<file path="src/verilog/cpu_pkg.sv">
package cpu_pkg;

    // Width types
    typedef logic [15:0] word_t;
    typedef logic [3:0]  reg_idx_t;
    typedef logic [2:0]  flags_t;

    // Flag bit positions, NVZ order
    localparam int FLAG_N = 2;
    localparam int FLAG_V = 1;
    localparam int FLAG_Z = 0;

    typedef enum logic [3:0] {
        OP_ADD  = 4'h0,
        OP_SUB  = 4'h1,
        OP_XOR  = 4'h2,
        OP_RSV3 = 4'h3,
        OP_SLL  = 4'h4,
        OP_SRA  = 4'h5,
        OP_ROR  = 4'h6,
        OP_RSV7 = 4'h7,
        OP_LW   = 4'h8,
        OP_SW   = 4'h9,
        OP_LLB  = 4'hA,
        OP_LHB  = 4'hB,
        OP_B    = 4'hC,
        OP_BR   = 4'hD,
        OP_PCS  = 4'hE,
        OP_HLT  = 4'hF
    } opcode_e;

    typedef enum logic [2:0] {
        ALU_ADD, ALU_SUB, ALU_XOR, ALU_SLL, ALU_SRA, ALU_ROR, ALU_LLB, ALU_LHB
    } alu_op_e;

    // Branch conditions as encoded in bits 11..9
    typedef enum logic [2:0] {
        COND_NE, COND_EQ, COND_GT, COND_LT, COND_GE, COND_LE, COND_OV, COND_UN
    } cond_e;

endpackage

</file>
<file path="src/verilog/register_file.sv">
module register_file
    import cpu_pkg::*;
(
    input  logic     clk,
    input  logic     rst_n,
    input  reg_idx_t rd_addr1,
    input  reg_idx_t rd_addr2,
    input  reg_idx_t wr_addr,
    input  logic     wr_en,
    input  word_t    wr_data,
    output word_t    rd_data1,
    output word_t    rd_data2
);

    word_t regs [16];

    always_ff @(posedge clk or negedge rst_n) begin
        if (!rst_n) begin
            for (int i = 0; i < 16; i++) begin
                regs[i] <= '0;
            end
        end else if (wr_en && (wr_addr != '0)) begin
            // R0 never takes a write, so it stays zero after reset
            regs[wr_addr] <= wr_data;
        end
    end

    // Combinational reads, no bypass needed in a single-cycle core
    assign rd_data1 = regs[rd_addr1];
    assign rd_data2 = regs[rd_addr2];

endmodule

</file>
<file path="config.mk">
export PLATFORM = sky130hd
export DESIGN_NAME = register_file
export DESIGN_NICKNAME = d
export VERILOG_FILES = /design/src/verilog/cpu_pkg.sv /design/src/verilog/register_file.sv
export SDC_FILE = /design/constraint.sdc
export NUM_CORES = 1
export LEC_CHECK = 0
export ABC_AREA = 1
export ABC_CLOCK_PERIOD_IN_PS = 1230
export BUFFER_PORTS_ARGS = -buffer_cell sky130_fd_sc_hd__buf_2
export CAP_MARGIN = 20
export CORE_UTILIZATION = 40
export CTS_CLUSTER_SIZE = 25
export DETAILED_ROUTE_END_ITERATION = 10
export PLACE_DENSITY_LB_ADDON = 0.1
export SLEW_MARGIN = 20
export SYNTH_ARGS = -nofsm -noshare
export SYNTH_HDL_FRONTEND = slang
export SYNTH_SLANG_ARGS = --single-unit
</file>
<file path="constraint.sdc">
create_clock -name clk -period 1.23 [get_ports clk]
set_clock_uncertainty 0.2 [all_clocks]
set_input_delay 0.1845 -clock clk [delete_from_list [all_inputs] [get_ports clk]]
set_output_delay 0.1845 -clock clk [all_outputs]
set_load 0.05 [all_outputs]
</file>
==> impl_metrics.tcl <==
set metrics [dict create \
    p_leak_nw 10.3 \
    r2r-end "regs[48]" \
    grt_pass1_vias 13900 \
    ys_seq_area_share_pct 43.2 \
    slew-limit-headroom_pct 73.6 \
    placementRows 70 \
    max_stage_delay_ns 0.41 \
    cts.path.max_buffers 3 \
    dp_hpwl_mm 33.6 \
    drtIter0Drc 1482 \
    gp_congestion 0.889 \
    arrival_ns 1.63 \
    cp-endpoint "rd_data1[13]" \
    path_cells "inv_2 -> nand2_2 -> nand3_2 -> nand3_2 -> nand3_4 -> nand2_4 -> buf_8" \
    syn_inst 2216 \
    p_comb_share_pct 31.0 \
    finalHoldViolCount 16 \
    vias 15000 \
    finish.utilization_pct 57.0 \
    drtPass1Iterations 6 \
    finalNetCount 2374 \
    power.density_mw_per_mm2 1480 \
    cp.required_ns 0.85 \
    area_growth_pct 40.4 \
    rr_worst_depth 5 \
    final_common_cell "nand2_1" \
    htreeDepth 1 \
    initial_core_util_pct 40.6 \
    drv_slew 0 \
    whs_ns -0.154 \
    power_frac_seq_pct 35.8 \
    crit_buf_inv 2 \
    regToRegStartpoint "regs[48]" \
    antenna_cells 0 \
    cp-end-kind "output pin" \
    layout_common_cells "nand2_1, dfrtp_1, nand3_2, nand3_1, inv_2" \
    finalPower_mw 30.9 \
    die_w_um 195 \
    slowest_stage "dfrtp_1" \
    post_synth.cell_area_avg_um2 6.69 \
    wl_per_cell_um 18.8 \
    grt_remaining_overflow 0 \
    p_sw_mw 10.4 \
    swShare_pct 33.8 \
    finalCritPeriodShare_pct 164 \
    worst_slack_ns -0.784 \
    cpMostUsedCell "nand3_2" \
    cp-startpoint "regs[237]" \
    crit_family "simple AND/OR/NAND/NOR gates" \
    synth_cell_types 18 \
    tightest_slew_ns 0.395 \
    layout-drive-gt1-share_pct 35.9 \
    crit_path_max_fanout 2 \
    fp.dieArea_mm2 0.0379 \
    yosysWarnings 0 \
    dp_cells 2709 \
    pre_cts_ws_ns -0.578 \
    final-setup-viol-count 32 \
    path_clk_slew_ns 0.06 \
    track_usage_pct 27.6 \
    final_cells 2833 \
    failed_checks "negative hold slack, negative setup slack" \
    power_frac_clock_pct 33.2 \
    netlist_area_mm2 0.0148 \
    io_buffers 62 \
    clock_latency_ns 0.57 \
    core-area_mm2 0.0365 \
    reg_top3 "regs (256)" \
    outcome "finished with violations" \
    cts_sinks 256 \
    hp-class "input pin to async pin" \
    path_depth 7 \
    crit_path_start_kind "flip-flop" \
    critPathKind "flip-flop to output pin" \
    rrSetupSlack_ns 0.06 \
    fmax_mhz 497 \
    cts_hold_buf 17 \
    wl_mm 53.2 \
    chipHeight_um 195 \
    grt_max_degree 61 \
    drc 0 \
    ir_worst_vdd_uv 1030 \
    num_io_pins 63 \
    syn-num-nets 2247 \
    grt_pass1_wl_mm 81.8 \
    ant_nets 0 \
    cap_violations 0 \
    cts_tree "built" \
    largest_register "regs" \
    largest_reg_flops 256 \
    rsz0062_at_grt "yes" \
    layout_min_cycle_time_ns 2.01 \
    clockRootBuffer "clkbuf_16" \
    antenna_found_initial 0 \
    cellInternalPower_mw 20.4 \
    via_per_inst 5.29 \
    ys_ff_latch 256 \
    cts_buffers 29 \
]
timing repair:
item                       in CTS  in global routing
cloned                          0                  0
buffers inserted               15                 39
setup endpoints to repair      32                 33
pin swaps                      82                144
hold endpoints to repair      474                 14
resized for setup             215                306
layout make-up:
class | count | area [µm²]
tap | 468 | 586
clock buffer | 37 | 766
sequential | 256 | 6410
multi-input combinational | 1497 | 8520
timing repair buffer | 275 | 3110
clock inverter | 16 | 339
fill | 3351 | 15700
inverter | 284 | 1110
metrics by stage:
stage	cell area [µm²]	setup TNS [ns]
final	20800	-24.05
after global routing	20800	-25.89
after CTS	19500	-24.50
after detailed placement	17600	-51.10
after global placement	17600	-46.64
after floorplan	16200	-1.89
how the worst min path moves through the flow:
stage / slack [ns] / end / depth (start not counted)
2_1_floorplan: -0.31 / regs[0] / 0
3_3_place_gp: -0.16 / regs[144] / 1
3_5_place_dp: -0.16 / regs[144] / 1
4_1_cts: -0.17 / regs[159] / 2
5_1_grt: -0.14 / regs[191] / 2
6_report: -0.15 / regs[191] / 2
synth_stat cells (all sizes together):
library cell / instances / area [µm²]
buf: 104 / 507
clkbuf: 75 / 284
dfrtp: 256 / 6410
inv: 284 / 1070
nand2: 796 / 3010
nand3: 451 / 2270
nor2: 8 / 52.6
nor3: 2 / 32.5
o21ai: 240 / 1200
layer usage:
metal | vias up | routed length, µm | track usage (%)
met5 | - | 0 | 0
met4 | 0 | 1200 | 7.58
met3 | 91 | 3880 | 3.14
met2 | 585 | 23200 | 41.3
met1 | 7124 | 25000 | 41.9
li1 | 7194 | - | -
logic make-up (layout without fill, tap and decap cells):
logic type,after synthesis,in the layout,share of synthesized area [%]
simple gates,1257,1257,36.2
buf+inv,463,612,12.5
compound gates,240,240,8.10
flops,256,256,43.2
power groups by stage:
stage	Sequential [mW]	Combinational (mW)	Clock [mW]
floorplan	10.8	5.50	0
global placement	11.0	7.57	0
detailed placement	11.0	7.71	0
CTS	11.0	8.44	10.4
global route	11.2	10.5	10.7
finish	11.1	9.56	10.3
Power figures use the tool's default switching activity.
