## config.mk

```make
export PLATFORM = sky130hd
export DESIGN_NAME = pc_control
export DESIGN_NICKNAME = d
export VERILOG_FILES = /design/src/verilog/cpu_pkg.sv /design/src/verilog/pc_control.sv
export SDC_FILE = /design/constraint.sdc
export NUM_CORES = 1
export LEC_CHECK = 0
export ABC_AREA = 1
export BUFFER_PORTS_ARGS = -buffer_cell sky130_fd_sc_hd__buf_2
export CAP_MARGIN = 20
export CORE_MARGIN = 2
export CORE_UTILIZATION = 54
export DETAILED_ROUTE_END_ITERATION = 7
export GPL_ROUTABILITY_DRIVEN = 0
export PLACE_DENSITY_LB_ADDON = 0.3
export SLEW_MARGIN = 10
export SYNTH_ARGS = -nofsm -noshare
export SYNTH_HDL_FRONTEND = slang
export SYNTH_SLANG_ARGS = --single-unit
export TNS_END_PERCENT = 20
```

## constraint.sdc

```tcl
create_clock -name vclk -period 5.6
set_input_delay 1.4 -clock vclk [all_inputs]
set_output_delay 1.4 -clock vclk [all_outputs]
set_load 0.05 [all_outputs]
```

## src/verilog/cpu_pkg.sv

```systemverilog
package cpu_pkg;

    // Width types
    typedef logic [15:0] word_t;
    typedef logic [3:0]  reg_idx_t;
    typedef logic [2:0]  flags_t;

    // Flag bit positions, NVZ order
    localparam int FLAG_N = 2;
    localparam int FLAG_V = 1;
    localparam int FLAG_Z = 0;

    typedef enum logic [3:0] {
        OP_ADD  = 4'h0,
        OP_SUB  = 4'h1,
        OP_XOR  = 4'h2,
        OP_RSV3 = 4'h3,
        OP_SLL  = 4'h4,
        OP_SRA  = 4'h5,
        OP_ROR  = 4'h6,
        OP_RSV7 = 4'h7,
        OP_LW   = 4'h8,
        OP_SW   = 4'h9,
        OP_LLB  = 4'hA,
        OP_LHB  = 4'hB,
        OP_B    = 4'hC,
        OP_BR   = 4'hD,
        OP_PCS  = 4'hE,
        OP_HLT  = 4'hF
    } opcode_e;

    typedef enum logic [2:0] {
        ALU_ADD, ALU_SUB, ALU_XOR, ALU_SLL, ALU_SRA, ALU_ROR, ALU_LLB, ALU_LHB
    } alu_op_e;

    // Branch conditions as encoded in bits 11..9
    typedef enum logic [2:0] {
        COND_NE, COND_EQ, COND_GT, COND_LT, COND_GE, COND_LE, COND_OV, COND_UN
    } cond_e;

endpackage

```

## src/verilog/pc_control.sv

```systemverilog
module pc_control
    import cpu_pkg::*;
(
    input  word_t  pc,
    input  word_t  offset,
    input  word_t  target,
    input  cond_e  cond,
    input  flags_t flags,
    input  logic   branch_imm,
    input  logic   branch_reg,
    input  logic   halt,
    output word_t  next_pc,
    output word_t  pc_plus2
);

    logic taken;

    assign pc_plus2 = pc + 16'd2;

    always_comb begin
        case (cond)
            COND_NE: taken = !flags[FLAG_Z];
            COND_EQ: taken = flags[FLAG_Z];
            COND_GT: taken = !flags[FLAG_Z] && !flags[FLAG_N];
            COND_LT: taken = flags[FLAG_N];
            COND_GE: taken = flags[FLAG_Z] || !flags[FLAG_N];
            COND_LE: taken = flags[FLAG_N] || flags[FLAG_Z];
            COND_OV: taken = flags[FLAG_V];
            default: taken = 1'b1;
        endcase
    end

    // Halt wins, then taken branches, else fall through
    always_comb begin
        if (halt) begin
            next_pc = pc;
        end else if (branch_imm && taken) begin
            next_pc = pc_plus2 + offset;
        end else if (branch_reg && taken) begin
            next_pc = target;
        end else begin
            next_pc = pc_plus2;
        end
    end

endmodule

```

==> metrics.md <==
| Metric | Value |
|---|---|
| Status | `finished, final reports clean` |
| Setup Buffers After CTS | `0` |
| Max-slew headroom | `0.707` |
| Synth Area in XOR/XNOR | `0.0496` |
| Setup violators final | `0` |
| DP HPWL | `5.04 mm` |
| Tmin final | `roughly 5300 ps` |
| Period Utilization, post-route | `0.950` |
| Die H | `64.0 µm` |
| Setup slack after placement | `roughly 190 ps` |
| Vias/cell | `5.24` |
| Core area | `3390 µm²` |
| Main combinational cell family by area after synthesis | `simple AND/OR/NAND/NOR gates` |
| Num sequential | `0` |
| CLK BUF | `0` |
| Mapped Area | `around 1900 µm²` |
| Fmax | `about 190 MHz` |
| Crit Path Class | `input port to primary output` |
| Fin. max-slew vios | `0` |
| Syn. warnings | `0` |
| Synth top area cells | `nand2_1, ha_1, inv_1` |
| PD cells | `roughly 130 nW/µm²` |
| Multiplexer share of the synthesized area | `0` |
| IO Port Bufs | `roughly 90` |
| Worst-path fanout max | `5` |
| First-pass GRT wire length | `10.0 mm` |
| First-pass DRT Iterations | `4` |
| Worst Hold Class | `input port to primary output` |
| Total number of vias | `2629` |
| Vias in the first global route | `about 2.4k` |
| Final nets | `~540` |
| Wirelength, routed | `5.93 mm` |
| Setup ws final | `277 ps` |
| Hold Slack | `around 3100 ps` |
| Max-cap viol count | `0` |
| Num rows | `21` |
| Biggest area consumer among synthesized cells | `nand2_1` |
| Leakage | `about 1.5 nW` |
| Seq/Total Area, Yosys | `0` |
| Share of cells above drive strength 1 | `0.259` |
| DRC | `0` |
| # IOs | `89` |
| Hold endpoint | `pc_plus2[0]` |
| Share of the synthesized area in the top cell type | `0.253` |
| Initial core utilization | `0.573` |
| Least-Margin Pin Slew | `around 440 ps` |
| Setup TNS | `0 ps` |
| Worst setup EP type | `primary output` |
| Synthesized area per cell | `approximately 5.2 µm²` |
| Hold path start | `pc[0]` |
| Post-Synthesis Cells | `around 380` |
| Total track usage | `0.290` |
| Grt ovf | `0` |
| Worst EP arrival | `around 3900 ps` |
| Worst Path Required | `roughly 4200 ps` |
| Die area | `about 4100 µm²` |
| Pin count of the biggest net entering global routing | `25` |
| Ant. Diodes | `0` |
| Antenna violations before repair | `0` |
| Adder-cell share of the synthesized area | `0.133` |
| Area grow syn2layout | `25.1%` |
| Simple-Gate Fraction of Synth Area | `0.495` |
| Unrepaired setup endpoints after global routing | `no` |
| Maximum VDD drop | `just over 0.09 mV` |
| Startpoint types | `input port` |
| Drt wl/cell | `roughly 12 µm` |
| Die width | `64.0 µm` |
| Initial DRC Count | `210` |
| ANT nets after route | `0` |
| Synth Area in Compound Gates | `0.173` |
| Net Count, Synth | `452` |
| Register area | `0 µm²` |
| WHS Path Cells | `2` |
| Distinct cells, synth | `34` |
| Count of final hold-check violations | `0` |
==> critical path, cell delays in order <==
cell and delay [ps]:
buf_2 120, inv_1 140, nor3_4 250, nand2_1 130, inv_1 70, nand2_1 40
nand2_1 100, inv_1 70, ha_1 360, nand2_1 70, inv_1 90, nand2_1 110
nor3_1 260, a21oi_1 130, nand3_2 80, nand3_1 80, a21oi_2 140, buf_2 270
==> layout by cell type (no fill, tap or decap), drive strengths merged, types with 3 or more instances in the layout <==
master  count
nand3b      3
xor2        9
nor2       32
a21oi      26
nand2     136
o21ai      13
nor3        6
ha         19
a22oi       3
o211ai      8
o21bai      3
nand3      33
inv        59
or2         6
nand4       4
buf        89
==> cell usage after synthesis, drive strengths merged <==
master  number
o21bai       3
fa           1
a21boi       1
inv         59
xor2         9
nand2      136
clkbuf       2
o21ai       13
o22ai        2
nor3         6
nand3       33
a21oi       26
or2          6
ha          19
o211ai       8
buf          7
xnor2        2
a22oi        3
nand3b       3
nand4        4
nor2        32
==> metal layers <==
metal | track usage | vias up | part of all wire
met5 | 0 | - | 0
met4 | 0.0435 | 0 | 0.010
met3 | 0.0352 | 8 | 0.086
met2 | 0.504 | 119 | 0.47
met1 | 0.386 | 1144 | 0.43
li1 | - | 1358 | -
==> power by group <==
group	internal, W	leakage, nW	total (W)	switching (W)
clock network	0	0	0	0
registers	0	0	0	0
logic	0.0000963	1.48	0.000314	0.000218
total	0.0000963	1.48	0.000314	0.000218
==> how the worst max path moves through the flow <==
stage,depth (start not counted),from,end
2_1_floorplan,13,pc[1],next_pc[7]
3_3_place_gp,18,pc[1],next_pc[14]
3_5_place_dp,18,pc[1],next_pc[14]
4_1_cts,18,pc[1],next_pc[14]
5_1_grt,18,pc[1],next_pc[15]
6_report,18,pc[1],next_pc[15]
==> metrics by stage <==
step | power (W) | std cells | area, µm² | util
2_1_floorplan | 0.000230 | 375 | 1950 | -
3_3_place_gp | 0.000301 | 502 | 2390 | 0.705
3_5_place_dp | 0.000305 | 502 | 2390 | 0.705
4_1_cts | 0.000306 | 502 | 2390 | 0.705
5_1_grt | 0.000345 | 502 | 2430 | 0.717
6_report | 0.000314 | 502 | 2430 | 0.717
==> logic make-up (layout without fill, tap and decap cells) <==
group	Yosys count	after routing
compound gates	56	56
simple gates	220	220
xor+xnor	11	11
fa+ha+maj	20	20
buf+inv	68	149
==> area by class of cell <==
cell class | count | area, µm²
Inverter | 59 | 221
Fill cell | 323 | 961
Tap cell | 46 | 57.6
Multi-Input combinational cell | 307 | 1690
Timing Repair Buffer | 90 | 455
==> what timing repair did <==
action	CTS	global route
endpoints found under the setup margin	0	4
resized for setup	0	9
hold buffers	0	0
Note: power is estimated with default switching activity, not from simulation.
