File: src/verilog/cpu_pkg.sv
package cpu_pkg;

    // Width types
    typedef logic [15:0] word_t;
    typedef logic [3:0]  reg_idx_t;
    typedef logic [2:0]  flags_t;

    // Flag bit positions, NVZ order
    localparam int FLAG_N = 2;
    localparam int FLAG_V = 1;
    localparam int FLAG_Z = 0;

    typedef enum logic [3:0] {
        OP_ADD  = 4'h0,
        OP_SUB  = 4'h1,
        OP_XOR  = 4'h2,
        OP_RSV3 = 4'h3,
        OP_SLL  = 4'h4,
        OP_SRA  = 4'h5,
        OP_ROR  = 4'h6,
        OP_RSV7 = 4'h7,
        OP_LW   = 4'h8,
        OP_SW   = 4'h9,
        OP_LLB  = 4'hA,
        OP_LHB  = 4'hB,
        OP_B    = 4'hC,
        OP_BR   = 4'hD,
        OP_PCS  = 4'hE,
        OP_HLT  = 4'hF
    } opcode_e;

    typedef enum logic [2:0] {
        ALU_ADD, ALU_SUB, ALU_XOR, ALU_SLL, ALU_SRA, ALU_ROR, ALU_LLB, ALU_LHB
    } alu_op_e;

    // Branch conditions as encoded in bits 11..9
    typedef enum logic [2:0] {
        COND_NE, COND_EQ, COND_GT, COND_LT, COND_GE, COND_LE, COND_OV, COND_UN
    } cond_e;

endpackage

File: src/verilog/fetch_unit.sv
module fetch_unit
    import cpu_pkg::*;
#(
    parameter int IMEM_WORDS = 256
) (
    input  logic  clk,
    input  logic  rst_n,
    input  word_t next_pc,
    input  logic  load_en,
    input  word_t load_addr,
    input  word_t load_data,
    output word_t pc,
    output word_t instr
);

    localparam int IW = $clog2(IMEM_WORDS);

    word_t imem [IMEM_WORDS];

    // PC register
    always_ff @(posedge clk or negedge rst_n) begin
        if (!rst_n) begin
            pc <= '0;
        end else begin
            pc <= next_pc;
        end
    end

    // Program load port, used while the core sits in reset
    always_ff @(posedge clk) begin
        if (load_en) begin
            imem[load_addr[IW:1]] <= load_data;
        end
    end

    // Word index taken from bits above the byte bit
    assign instr = imem[pc[IW:1]];

endmodule

File: config.mk
export PLATFORM = sky130hd
export DESIGN_NAME = fetch_unit
export DESIGN_NICKNAME = d
export VERILOG_FILES = /design/src/verilog/cpu_pkg.sv /design/src/verilog/fetch_unit.sv
export SDC_FILE = /design/constraint.sdc
export NUM_CORES = 2
export LEC_CHECK = 0
export ABC_CLOCK_PERIOD_IN_PS = 3600
export CORE_MARGIN = 1
export CORE_UTILIZATION = 63
export CTS_BUF_LIST = sky130_fd_sc_hd__clkbuf_4 sky130_fd_sc_hd__clkbuf_8 sky130_fd_sc_hd__clkbuf_16
export CTS_CLUSTER_DIAMETER = 150
export DETAILED_ROUTE_END_ITERATION = 8
export DONT_BUFFER_PORTS = 1
export GPL_TIMING_DRIVEN = 0
export PLACE_DENSITY = 0.78
export SLEW_MARGIN = 25
export SYNTH_ARGS = -nofsm -noshare
export SYNTH_HDL_FRONTEND = slang
export SYNTH_SLANG_ARGS = --single-unit
File: constraint.sdc
create_clock -name clk -period 3.6 [get_ports clk]
set_input_delay 0.36 -clock clk [delete_from_list [all_inputs] [get_ports clk]]
set_output_delay 0.36 -clock clk [all_outputs]
set_load 0.01 [all_outputs]
==> run summary <==
Worst Setup EP -> instr[3]
Tmin final -> 5.12 ns
CP delay by family, top -> buffers and inverters
Worst path max stage delay -> 0.71 ns
cell area after synthesis -> 159,000 µm²
Via density -> 7.57
wire length per cell -> 43.9 µm
violated checks -> DRC, setup timing
LEAKAGE -> 59.2 nW
Port Buffers -> 0
pwr/cell area -> 549 nW/µm²
most frequent cells in the layout -> 4,096 x edfxtp_1, 797 x mux4_2, 561 x mux2i_1
Critical path buffers and inverters -> 6
cell accounting for the most synthesized area -> edfxtp_1
CTS Buf Count -> 408
crit path DAT -> 4.76 ns
Setup Viol. Count Final -> 16
Placer Congestion -> 1.08
initial antenna violation count -> 26
Max Cap Violations -> 0
measured slew at the worst slew-check pin -> 1.19 ns
Mapped Nets -> 7,411
peak supply drop -> 0.633 mV
Total Power -> 102 mW
Die X -> 504 µm
core area -> 250,000 µm²
Setup crit start kind -> flop
crit-path max FO -> 10
Tcrit/Tclk final -> 142%
post-synth top area share -> 77.5%
Die ar. -> 254,000 µm²
number of global-route vias before repair -> 86,200
synth unique cells -> 52
PnR worst setup slack -> -1.52 ns
Min-Delay Path Class -> in2reg
Max stage delay cell, worst path -> nor4_4
RSZ-0062 raised after global routing -> true
Slew HR -> 20.7%
CP required -> 3.24 ns
crit path capture type -> primary output
Adder-Cell Fraction of Synth Area -> 0%
most frequent CP cell -> buf_16
CTS tree -> built
Fin. Hold Viols -> 0
Routed Wire Length -> 516 mm
remaining antenna violation count -> 0
commonest non-fill, non-tap cell in the layout -> edfxtp_1
largest family of logic cells by synthesized area -> multiplexers
post-synthesis mux area share -> 15.5%
clock sink count -> 4,112
Levels on crit path -> 12
global-route wire length before repair -> 692 mm
main area contributors after synthesis -> edfxtp_1 77%, mux4_2 11%, mux2i_1 3.6%, o221ai_1 1.4%, nor2_1 0.72%
post-synthesis xor/xnor area fraction -> 0%
# H-tree levels -> 5
flops & latches, synth -> 4,112
Ys Warns -> 0
Core Rows -> 183
final hold slack -> 0.0349 ns
Gate Count Post-Synth -> 7,360
Detailed Route Iter0 Violations -> 17,200
post-synthesis simple-gate area fraction -> 1.57%
gr usage total -> 40.2%
total gr overflow -> 0
Vias -> 89,000
status -> finished, violations left
crit path kind -> reg2out
Final HPWL DP -> 305 mm
compound-cell area share of the yosys netlist -> 3.54%
largest net degree at the start of global routing -> 257
CTS root buf -> clkbuf_16
Remaining DRCs -> 2
Die Y -> 504 µm
Area growth syn-to-layout -> 17.0%
sequential cell area fraction in the yosys report -> 77.7%
CP Cell Sequence -> buf_12 -> buf_12 -> buf_16 -> buf_16 -> buf_16 -> buf_16 -> mux2i_1 -> o221ai_2 -> o32ai_1 -> a21oi_2 -> nand4_1 -> nor4_4
Initial Utilization -> 63.6%
final net count -> 8,146
top achievable clock speed -> 195 MHz
count of pins over their slew limit -> 0
worst setup path start -> pc[1]
CTS Buffer Depth -> 4
share of cells above drive strength 1 -> 32.9%
total I/O pin count -> 83
Clk pin slew, worst setup/hold paths -> 0.07 ns
synthesized area per cell -> 21.6 µm²
DRT Pass-1 Iters -> 8
==> sequential cells by signal (all words and copies together), names as in the netlist <==
| register | count |
|---|---|
| pc | 16 |
| imem | 4096 |
==> repair_timing <==
action | 4_1_cts | 5_1_grt
pin swaps | 59 | 44
cloned | 0 | 1
resized for setup | 836 | 79
hold endpoints to repair | 4128 | 1222
setup buffers | 44 | 16
endpoints found under the setup margin | 16 | 16
hold buffers | 51 | 15
==> per-stage QoR <==
| step | area (µm²) | setup WS [ns] | setup TNS [ns] | utilization (%) | instances |
|---|---|---|---|---|---|
| after global routing | 186000 | -1.37 | -20.94 | 74.5 | 11700 |
| after CTS | 185000 | -1.21 | -18.83 | 74.0 | 11700 |
| after global placement | 163000 | -4.05 | -2327.57 | 65.3 | 10700 |
| final | 186000 | -1.52 | -22.53 | 74.5 | 11800 |
| after floorplan | 159000 | 0.799 | 0 | - | 7360 |
| after detailed placement | 167000 | -2.74 | -38.68 | 66.8 | 10900 |
==> report_power, final <==
group | switching, mW | internal (mW)
Combinational | 4.51 | 2.17
Clock | 18.3 | 24.2
Sequential | 0.0548 | 52.8
==> logic make-up after synthesis <==
kind of cell / Yosys count
DFF: 4112
AOI/OAI and AO/OA: 786
muxes: 1450
and+or+nand+nor: 556
buffers and inverters: 456
==> synthesized netlist by cell type (all sizes together) <==
library cell / count
o221ai: 253
or2: 5
nand3: 35
a22o: 32
o22ai: 148
mux2i: 565
a22oi: 43
a2111oi: 6
nand3b: 1
and2: 2
nor4: 18
nor3: 92
nand2: 38
dfrtp: 16
nor2b: 9
or3: 2
mux2: 88
a21o: 2
nor4bb: 2
a221oi: 28
a211oi: 18
mux4: 797
nor3b: 1
nor2: 304
or3b: 1
a21oi: 175
a31oi: 6
nand2b: 3
and4: 2
buf: 222
edfxtp: 4096
o21ai: 38
nand4: 26
o31ai: 16
inv: 4
nand4b: 3
clkbuf: 230
or4b: 1
and3: 11
o32ai: 21
==> layout make-up <==
type | instances | area (µm²)
diodes | 14 | 35.0
fillers | 12700 | 63700
clock inverters | 224 | 1980
clock buffers | 500 | 11100
inverters | 4 | 21.3
flip-flops and latches | 4112 | 123000
repair buffers | 327 | 4370
plain buffers | 450 | 4360
well taps | 3330 | 4170
multi-input cells | 2792 | 36400
==> how the worst min path moves through the flow <==
stage             startpoint           end  slack, ns  cells past startpoint
2_1_floorplan          rst_n         pc[0]       0.06                      0
3_3_place_gp           rst_n         pc[5]       0.07                      0
3_5_place_dp           rst_n         pc[5]       0.07                      0
4_1_cts        load_data[15]  imem[87][15]      0.007                      1
5_1_grt           next_pc[7]         pc[7]       0.02                      1
6_report          next_pc[7]         pc[7]       0.03                      1
==> layer usage <==
metal / vias up / part of all wire [%] / global-route usage (%) / routed length, µm
met5: - / 0.092 / 0.957 / 476
met4: 24 / 7.5 / 23.9 / 38600
met3: 1823 / 18 / 17.7 / 90900
met2: 9196 / 44 / 57.6 / 226000
met1: 45100 / 31 / 51.0 / 160000
li1: 32800 / - / - / -
Note: power is estimated with default switching activity, not from simulation.
