**src/verilog/cpu_pkg.sv**
```systemverilog
package cpu_pkg;

    // Width types
    typedef logic [15:0] word_t;
    typedef logic [3:0]  reg_idx_t;
    typedef logic [2:0]  flags_t;

    // Flag bit positions, NVZ order
    localparam int FLAG_N = 2;
    localparam int FLAG_V = 1;
    localparam int FLAG_Z = 0;

    typedef enum logic [3:0] {
        OP_ADD  = 4'h0,
        OP_SUB  = 4'h1,
        OP_XOR  = 4'h2,
        OP_RSV3 = 4'h3,
        OP_SLL  = 4'h4,
        OP_SRA  = 4'h5,
        OP_ROR  = 4'h6,
        OP_RSV7 = 4'h7,
        OP_LW   = 4'h8,
        OP_SW   = 4'h9,
        OP_LLB  = 4'hA,
        OP_LHB  = 4'hB,
        OP_B    = 4'hC,
        OP_BR   = 4'hD,
        OP_PCS  = 4'hE,
        OP_HLT  = 4'hF
    } opcode_e;

    typedef enum logic [2:0] {
        ALU_ADD, ALU_SUB, ALU_XOR, ALU_SLL, ALU_SRA, ALU_ROR, ALU_LLB, ALU_LHB
    } alu_op_e;

    // Branch conditions as encoded in bits 11..9
    typedef enum logic [2:0] {
        COND_NE, COND_EQ, COND_GT, COND_LT, COND_GE, COND_LE, COND_OV, COND_UN
    } cond_e;

endpackage

```
**src/verilog/execute_unit.sv**
```systemverilog
module execute_unit
    import cpu_pkg::*;
(
    input  logic    clk,
    input  logic    rst_n,
    input  alu_op_e op,
    input  word_t   a,
    input  word_t   b,
    input  logic    flag_update,
    output word_t   result,
    output flags_t  flags
);

    word_t       addend;
    word_t       sum;
    logic [31:0] rot;
    logic        ovf;
    logic        zero;

    // SUB reuses the adder with the negated second operand
    assign addend = (op == ALU_SUB) ? (~b + 16'd1) : b;
    assign sum    = a + addend;

    // Equal operand signs, result sign differs
    assign ovf = (a[15] == addend[15]) && (sum[15] != a[15]);

    // Rotate right through a doubled copy
    assign rot = {a, a} >> b[3:0];

    always_comb begin
        case (op)
            ALU_ADD, ALU_SUB: result = sum;
            ALU_XOR:          result = a ^ b;
            ALU_SLL:          result = a << b[3:0];
            ALU_SRA:          result = $unsigned($signed(a) >>> b[3:0]);
            ALU_ROR:          result = rot[15:0];
            // Byte replace, immediate sits in b[7:0]
            ALU_LLB:          result = {a[15:8], b[7:0]};
            ALU_LHB:          result = {b[7:0], a[7:0]};
            default:          result = sum;
        endcase
    end

    assign zero = (result == '0);

    // Flag register
    always_ff @(posedge clk or negedge rst_n) begin
        if (!rst_n) begin
            flags <= '0;
        end else if (flag_update) begin
            case (op)
                ALU_ADD, ALU_SUB: begin
                    flags[FLAG_N] <= result[15];
                    flags[FLAG_V] <= ovf;
                    flags[FLAG_Z] <= zero;
                end
                // Logic and shift ops touch Z only
                ALU_XOR, ALU_SLL, ALU_SRA, ALU_ROR: begin
                    flags[FLAG_Z] <= zero;
                end
                default: ;
            endcase
        end
    end

endmodule

```
**config.mk**
```make
export PLATFORM = sky130hd
export DESIGN_NAME = execute_unit
export DESIGN_NICKNAME = d
export VERILOG_FILES = /design/src/verilog/cpu_pkg.sv /design/src/verilog/execute_unit.sv
export SDC_FILE = /design/constraint.sdc
export NUM_CORES = 1
export LEC_CHECK = 0
export BUFFER_PORTS_ARGS = -buffer_cell sky130_fd_sc_hd__buf_2
export CAP_MARGIN = 20
export CELL_PAD_IN_SITES_DETAIL_PLACEMENT = 1
export CELL_PAD_IN_SITES_GLOBAL_PLACEMENT = 2
export CORE_ASPECT_RATIO = 2
export CORE_UTILIZATION = 34
export DETAILED_ROUTE_END_ITERATION = 6
export PLACE_DENSITY = 0.89
export REMOVE_ABC_BUFFERS = 1
export SYNTH_ARGS = -nofsm -noshare
export SYNTH_HDL_FRONTEND = slang
export SYNTH_SLANG_ARGS = --single-unit
export TNS_END_PERCENT = 20
```
**constraint.sdc**
```tcl
create_clock -name clk -period 4.1 [get_ports clk]
set_clock_uncertainty 0.15 [all_clocks]
set_input_delay 0 -clock clk [delete_from_list [all_inputs] [get_ports clk]]
set_output_delay 0 -clock clk [all_outputs]
set_load 0.1 [all_outputs]
```
==> flow_metrics.py, run 1 <==
metrics = {
    "clocking": {
        "clkTransAtPathRegs_ns": 0.03,
        "clockRootBuffer": "clkbuf_16",
        "clkLatencyLatePin_ns": 0.23,
        "cts_buffers": 3,
        "clock_sinks": 3,
        "post_cts_buffers": 0,
        "cts_tree": "built",
        "cts_max_level": 1,
        "clockBufferDepth": 2,
    },
    "power_and_ir_drop": {
        "ir_drop_mv": 0.2026,
        "p_leak_nw": 1.894,
        "power_density_nw_per_um2": 266.8,
        "power_mw": 1.184,
    },
    "final_layout": {
        "n_fill_cell": 1397,
        "fin_cells": 710,
        "final_util_pct": 41.05,
        "largest_reg_flops": 3,
        "seqCellArea_sq_um": 75.07,
        "fin_nets": 629,
        "reg_top3": "flags (3)",
        "multi_input_area_sq_um": 3387,
        "antenna_cells": 0,
        "largest-register": "flags",
        "postLayoutCellArea_sq_um": 4438,
        "synthToLayoutAreaGrowth_pct": 17.84,
        "drive_gt1_share_pct": 23.33,
    },
    "synth": {
        "synth_fa_ha_area_share_pct": 6.844,
        "yosysUniqueCellTypes": 82,
        "synth_xor_area_share_pct": 7.209,
        "ys_seq_area_share_pct": 1.993,
        "ys_ff_latch": 3,
        "yosys_warnings": 0,
        "synth_common_cells": "nand2_1 (51), a21oi_1 (43), nor2_1 (42), o21ai_0 (35), mux2i_1 (34)",
        "syn_inst": 517,
        "ys_top_cells_by_area": "mux2i_1 (9.0%), mux4_2 (7.2%), ha_1 (6.3%), a21oi_1 (5.7%), nand2_1 (5.1%)",
        "synth-compound-area-share_pct": 31.16,
        "yosysTopAreaCellShare_pct": 9.037,
        "synth_edf_count": 0,
        "syn_area_sq_um": 3766,
        "synthSimpleGateAreaFrac_pct": 23.02,
        "yosysTopAreaCell": "mux2i_1",
        "async_flop_share_pct": 100.0,
        "yosysMostFrequentCell": "nand2_1",
        "ys.flop_type": "dfrtp_1",
        "syn_avg_cell_area_sq_um": 7.285,
        "synthMuxAreaShare_pct": 21.00,
        "synth_top_family_by_area": "compound AO/OA/AOI/OAI gates",
    },
    "global_route": {
        "grt_pass1_vias": 4938,
        "track_usage_pct": 30.83,
        "grt_overflow": 0,
        "antenna_found_initial": 0,
        "grt_max_degree": 40,
        "grt_pass1_wl_mm": 27.37,
    },
    "floorplanning": {
        "dieArea_sq_um": 11530,
        "core_sq_um": 10810,
        "die_x_um": 76.42,
        "io_pins": 57,
        "die_h_um": 150.8,
        "rows": 54,
        "initial_core_util_pct": 34.84,
    },
    "critical_path": {
        "crit_start": "op[1]",
        "startpoint_type": "primary input",
        "cp-end-kind": "flip-flop",
        "critical_path_arrival_ns": 3.85,
        "required_ns": 4.09,
        "crit_type": "in2reg",
        "cp_max_fo": 6,
        "r2r-start": "flags[2]",
    },
    "drt": {
        "first_pass_iters": 7,
        "drt_wl_total_mm": 17.73,
        "avgViaCountPerCell": 6.699,
        "avgRoutedWirePerCell_um": 24.97,
        "drt-initial-drc-count": 413,
        "drc": 1,
        "ant_nets": 0,
        "num_vias": 4756,
    },
    "outcome": {
        "outcome": "finished, violations left",
        "violations": "design-rule violations",
    },
    "timing": {
        "layout_min_cycle_time_ns": 3.861,
        "slew-limit-headroom_pct": 45.34,
        "whs_ns": 0.009083,
        "hold_viol": 0,
        "rsz0062_at_grt": "false",
        "setup_viol": 0,
        "min_period_over_period_pct": 94.17,
        "slew_violations": 0,
        "setup_tns_ns": 0,
        "fmax_ghz": 0.2590,
        "worst_pin_slew_ns": 0.8085,
        "fin_ws_ns": 0.2389,
    },
    "placed_design": {
        "gp_congestion": 1.045,
        "dp.cells": 704,
        "dp_slack_ns": -0.04867,
        "dpl_cell_area_sq_um": 4313,
        "dp_hpwl_mm": 13.90,
        "port_buffers": 56,
    },
    "min_path": {
        "hold_path_class": "in2reg",
        "worstHoldStart": "flag_update",
    },
    "run": {
        "drv_cap": 0,
    },
}
-- path summary, 6_finish.rpt --
check,end,slack (ns),depth (start not counted)
max in group asynchronous,flags[2],3.11,3
max,flags[0],0.24,17
min,flags[1],0.009,3
max reg2reg,flags[2],3.28,2
min reg2reg,flags[0],0.35,2
min in group asynchronous,flags[0],0.53,3
-- worst max-delay path: stages --
cell and delay, ns:
buf_2 0.11, nor2_1 0.17, and2_1 0.19, buf_4 0.17, nor2_1 0.05, a21o_1 0.17
inv_1 0.07, fa_1 0.21, nor2b_1 0.07, o31ai_1 0.56, mux2i_1 0.28, nor2_1 0.06
nor4_1 0.41, o2111ai_1 0.16, or4_1 0.49, or4b_1 0.52, o31ai_2 0.18
-- cells by family after synthesis --
group / count (synthesis)
AND/OR/NAND/NOR: 174
adder cells (fa/ha/maj): 20
XOR/XNOR: 31
AO/OA/AOI/OAI: 171
buffers and inverters: 59
flip-flops: 3
multiplexers: 59
-- what timing repair did --
item | in CTS | in global routing
hold buffers | 2 | 0
resized for setup | 0 | 6
setup endpoints to repair | 0 | 1
hold endpoints to repair | 3 | 0
-- cell usage in the layout, fill, tap and decap left out, types with 7 or more instances in the layout --
| cell | instances |
|---|---|
| a21oi_1 | 41 |
| buf_12 | 8 |
| buf_2 | 49 |
| buf_4 | 30 |
| ha_1 | 19 |
| inv_1 | 18 |
| mux2_2 | 10 |
| mux2i_1 | 34 |
| mux4_2 | 12 |
| nand2_1 | 51 |
| nand2b_1 | 9 |
| nand3_1 | 10 |
| nor2_1 | 42 |
| nor2b_1 | 14 |
| nor3_1 | 7 |
| o211ai_1 | 7 |
| o21ai_0 | 34 |
| xnor2_1 | 21 |
| xor2_1 | 10 |
-- final cells by class --
type,instances,area share (%)
Sequential cell,3,1.692
Timing Repair Buffer,89,14.66
Inverter,19,1.607
Multi-Input combinational cell,455,76.32
Tap cell,140,3.947
Clock buffer,4,1.776
-- layer usage --
| layer | part of all wire, % | vias up | track usage, % |
|---|---|---|---|
| li1 | - | 2073 | - |
| met1 | 34 | 2306 | 31.43 |
| met2 | 51 | 269 | 56.80 |
| met3 | 5.7 | 108 | 4.036 |
| met4 | 8.9 | 0 | 23.08 |
| met5 | 0 | - | 0 |
-- power by group --
| part | internal (mW) | total, mW | switching [mW] | leakage (nW) |
|---|---|---|---|---|
| combinational | 0.322 | 0.988 | 0.666 | 1.82 |
| sequential | 0.0355 | 0.0396 | 0.00405 | 0.0396 |
| clock | 0.128 | 0.157 | 0.0284 | 0.0382 |
Power figures use the tool's default switching activity.
==> run 2: changes to the inputs <==
- CORE_MARGIN: not set -> 2
- REMOVE_ABC_BUFFERS: 1 -> not set
==> flow_metrics.py, run 2 (synthesis results as in run 1) <==
metrics = {
    "floorplanning": {
        "initial_core_util_pct": 34.62,
        "core_sq_um": 10880,
        "io_pins": 57,
        "dieArea_sq_um": 11990,
        "rows": 54,
        "die_h_um": 152.8,
        "die_x_um": 78.42,
    },
    "timing": {
        "worst_pin_slew_ns": 0.7862,
        "rsz0062_at_grt": "false",
        "layout_min_cycle_time_ns": 3.833,
        "min_period_over_period_pct": 93.49,
        "setup_tns_ns": 0,
        "setup_viol": 0,
        "slew-limit-headroom_pct": 47.04,
        "slew_violations": 0,
        "fmax_ghz": 0.2609,
        "hold_viol": 0,
    },
    "drt": {
        "ant_nets": 0,
        "met2_length_mm": 9.574,
        "met3_length_um": 739,
        "drt_wl_total_mm": 18.04,
        "wl_met1_mm": 6.166,
        "avgViaCountPerCell": 6.492,
        "drt-initial-drc-count": 385,
        "top_layer": "met4",
        "drc": 0,
        "first_pass_iters": 5,
        "num_vias": 4668,
        "avgRoutedWirePerCell_um": 25.08,
    },
    "clocking": {
        "clockBufferDepth": 2,
        "cts_tree": "built",
        "cts_buffers": 3,
        "clockRootBuffer": "clkbuf_16",
        "clkTransAtPathRegs_ns": 0.03,
        "clock_sinks": 3,
        "clkLatencyLatePin_ns": 0.22,
        "cts_max_level": 1,
    },
    "run": {
        "drv_cap": 0,
    },
    "final_layout": {
        "seqCellArea_sq_um": 75.07,
        "fin_nets": 638,
        "postLayoutCellArea_sq_um": 4566,
        "mostFrequentLayoutCells": "nand2_1 (51), buf_2 (47), nor2_1 (42), a21oi_1 (42), buf_4 (38)",
        "drive_gt1_share_pct": 25.04,
        "synthToLayoutAreaGrowth_pct": 21.23,
        "n_fill_cell": 1395,
        "largest-register": "flags",
        "reg_top3": "flags (3)",
        "antenna_cells": 0,
        "multi_input_area_sq_um": 3415,
        "largest_reg_flops": 3,
        "layout_commonest_cell": "nand2_1",
    },
    "outcome": {
        "outcome": "finished, final reports clean",
    },
    "power_and_ir_drop": {
        "ir_drop_mv": 0.1816,
        "p_leak_nw": 1.952,
        "power_mw": 1.225,
        "power_density_nw_per_um2": 268.4,
    },
    "global_route": {
        "antenna_found_initial": 0,
        "grt_max_degree": 44,
        "grt_pass1_vias": 4923,
        "grt_overflow": 0,
        "grt_pass1_wl_mm": 27.57,
        "track_usage_pct": 29.80,
    },
    "critical_path": {
        "cp-end-kind": "flip-flop",
        "cp_max_fo": 7,
        "r2r-start": "flags[1]",
        "required_ns": 4.08,
        "startpoint_type": "primary input",
        "crit_start": "b[2]",
        "critical_path_arrival_ns": 3.82,
        "crit_type": "in2reg",
    },
    "min_path": {
        "worstHoldStart": "b[15]",
        "hold_path_class": "in2reg",
    },
    "synth": {
        "synth_nets": 575,
    },
    "placed_design": {
        "gp_congestion": 1.097,
        "port_buffers": 56,
        "dp_hpwl_mm": 14.33,
        "dpl_cell_area_sq_um": 4436,
    },
}
run 2: changes by cell type in the layout (fill, tap and decap cells not counted), sizes merged:
cell | before | now
dlygate4sd3 | 2 | 3
buf | 87 | 95
run 2: timing repair:
item | in CTS | in global routing
gates resized for setup | 0 | 4
setup endpoints to repair | 0 | 1
endpoints found under the hold margin | 4 | 0
buffers inserted | 0 | 0
hold buffers | 3 | 0
run 2: final timing paths:
kind	depth (start not counted)	slack [ns]	to
min in group asynchronous	3	0.51	flags[2]
worst max-delay path	16	0.27	flags[0]
worst min register to register	2	0.36	flags[0]
worst min-delay path	4	0.17	flags[1]
worst max register to register	2	3.27	flags[1]
max in group asynchronous	3	3.13	flags[1]
run 2: worst max-delay path: stages:
cell	delay, ns
buf_2	0.11
or2_2	0.32
nor4_2	0.25
buf_4	0.20
nor2_1	0.05
xor2_1	0.14
ha_1	0.42
nand4_1	0.16
a211oi_1	0.32
buf_4	0.18
nor3b_1	0.05
xor2_1	0.16
o211ai_1	0.16
or4_1	0.59
or4b_1	0.53
o31ai_2	0.18
run 2: stage by stage:
stage	hold WS, ns	worst slack, ns	cells	utilization [%]
2_1_floorplan	-0.4456	-0.8113	517	-
3_3_place_gp	-0.3509	-0.002265	712	40.78
3_5_place_dp	-0.3478	-0.01768	712	40.78
4_1_cts	0.1727	0.2094	719	41.78
5_1_grt	0.2106	0.02053	719	41.97
6_report	0.1693	0.2670	719	41.97
run 2: cell type report:
class                           count  area share (%)
Tap cell                          140           3.837
Timing Repair Buffer               98           16.44
Inverter                           19           1.562
Sequential cell                     3           1.644
Multi-Input combinational cell    455           74.79
Clock buffer                        4           1.726
run 2: report_power, final:
part	switching, mW	total [mW]	internal (mW)
combinational	0.682	1.03	0.348
sequential	0.00386	0.0394	0.0355
clock	0.0277	0.156	0.128
total	0.713	1.23	0.512
run 2: routing by layer:
| layer | GRT usage (%) | up-vias |
|---|---|---|
| met5 | 0 | - |
| met4 | 21.30 | 0 |
| met3 | 1.830 | 84 |
| met2 | 54.93 | 221 |
| met1 | 30.95 | 2279 |
| li1 | - | 2084 |
==> run 3: changes to the inputs <==
- REMOVE_ABC_BUFFERS: not set -> 1
==> flow_metrics.py, run 3 (synthesis results as in run 1) <==
metrics = {
    "final_layout": {
        "antenna_cells": 0,
        "multi_input_area_sq_um": 3371,
        "seqCellArea_sq_um": 75.07,
        "fin_cells": 716,
        "synthToLayoutAreaGrowth_pct": 18.67,
        "reg_top3": "flags (3)",
        "mostFrequentLayoutCells": "nand2_1 (51), buf_2 (49), nor2_1 (42), a21oi_1 (42), buf_4 (35)",
        "postLayoutCellArea_sq_um": 4469,
        "drive_gt1_share_pct": 23.44,
        "n_fill_cell": 1383,
        "largest_reg_flops": 3,
        "final_util_pct": 41.09,
        "largest-register": "flags",
        "fin_nets": 635,
        "layout_commonest_cell": "nand2_1",
    },
    "floorplanning": {
        "core_sq_um": 10880,
        "die_x_um": 78.42,
        "die_h_um": 152.8,
        "initial_core_util_pct": 34.62,
        "io_pins": 57,
        "rows": 54,
        "dieArea_sq_um": 11990,
    },
    "critical_path": {
        "startpoint_type": "primary input",
        "crit_start": "b[0]",
        "reg2reg_slack_ns": 3.30,
        "crit_type": "in2reg",
        "required_ns": 4.09,
        "cp_max_fo": 4,
        "critical_path_arrival_ns": 3.82,
        "r2r_end": "flags[1]",
        "endpoint": "flags[0]",
        "r2r-start": "flags[1]",
        "r2r_cells": 2,
        "cp-end-kind": "flip-flop",
    },
    "timing": {
        "setup_viol": 0,
        "slew_violations": 0,
        "worst_pin_slew_ns": 0.6780,
        "slew-limit-headroom_pct": 54.80,
        "fmax_ghz": 0.2606,
        "rsz0062_at_grt": "false",
        "hold_viol": 0,
        "fin_ws_ns": 0.2625,
        "whs_ns": 0.1846,
        "min_period_over_period_pct": 93.60,
        "setup_tns_ns": 0,
        "layout_min_cycle_time_ns": 3.838,
    },
    "global_route": {
        "grt_pass1_vias": 4938,
        "grt_pass1_wl_mm": 27.35,
        "antenna_found_initial": 0,
        "grt_overflow": 0,
        "track_usage_pct": 29.25,
        "grt_max_degree": 39,
    },
    "clocking": {
        "clkTransAtPathRegs_ns": 0.03,
        "cts_tree": "built",
        "cts_buffers": 3,
        "post_cts_buffers": 0,
        "clockBufferDepth": 2,
        "clockRootBuffer": "clkbuf_16",
        "clock_sinks": 3,
        "cts_max_level": 1,
        "clkLatencyLatePin_ns": 0.23,
    },
    "placed_design": {
        "port_buffers": 56,
        "gp_congestion": 1.143,
        "dp.cells": 709,
        "dp_slack_ns": -0.1388,
        "dpl_cell_area_sq_um": 4350,
        "dp_hpwl_mm": 14.12,
    },
    "drt": {
        "drt_wl_total_mm": 17.64,
        "drc": 0,
        "drt-initial-drc-count": 456,
        "avgViaCountPerCell": 6.568,
        "ant_nets": 0,
        "first_pass_iters": 5,
        "avgRoutedWirePerCell_um": 24.63,
        "num_vias": 4703,
    },
    "run": {
        "drv_cap": 0,
    },
    "min_path": {
        "hold_path_class": "in2reg",
    },
    "power_and_ir_drop": {
        "power_mw": 1.193,
        "power_density_nw_per_um2": 267.0,
        "p_leak_nw": 1.920,
        "ir_drop_mv": 0.1922,
    },
    "outcome": {
        "outcome": "finished, final reports clean",
    },
}
==> run 3: cell types whose count changed in the layout (fill, tap and decap cells not counted), moves of 2 or more <==
cell | previous run | this run
buf_12 | 10 | 8
buf_2 | 47 | 49
buf_4 | 38 | 35
o311ai_2 | 2 | 0
o311ai_0 | 2 | 4
==> run 3: report_power, final <==
part           internal [mW]  switching, mW
registers             0.0355        0.00332
clock network          0.129         0.0291
logic                  0.330          0.667
total                  0.494          0.699
==> run 3: layout make-up <==
type	count	area share (%)
clock buffer	4	1.764
inverter	19	1.596
tap	140	3.919
timing repair buffer	95	15.62
multi-input combinational	455	75.42
sequential	3	1.680
==> run 3: worst min-delay path by stage <==
stage	start	endpoint	slack [ns]	cells past startpoint
floorplan	rst_n	flags[0]	-0.45	0
global placement	rst_n	flags[1]	-0.35	1
detailed placement	rst_n	flags[1]	-0.35	1
CTS	a[15]	flags[1]	0.20	3
global route	a[15]	flags[1]	0.19	3
finish	a[15]	flags[1]	0.18	3
==> run 3: timing repair <==
action                     in CTS  in global routing
hold buffers                    3                  0
hold endpoints to repair        4                  0
setup endpoints to repair       0                  1
gates resized for setup         0                  3
==> run 3: worst max-delay path, cell delays in order <==
cell and delay, ns:
buf_2 0.11, inv_1 0.06, ha_1 0.23, nor2_1 0.17, xnor2_1 0.14, ha_1 0.30
nor2b_1 0.18, o31ai_1 0.55, mux2i_1 0.29, nor2_1 0.06, nor4_1 0.38, o2111ai_1 0.16
or4_1 0.49, or4b_1 0.51, o31ai_2 0.18
==> run 3: metal layers <==
metal  track usage (%)  vias up  wire length (um)
met5                 0        -                 0
met4             22.31        0              1683
met3             3.070      104               737
met2             51.31      212              8984
met1             31.31     2306              6229
li1                  -     2081                 -
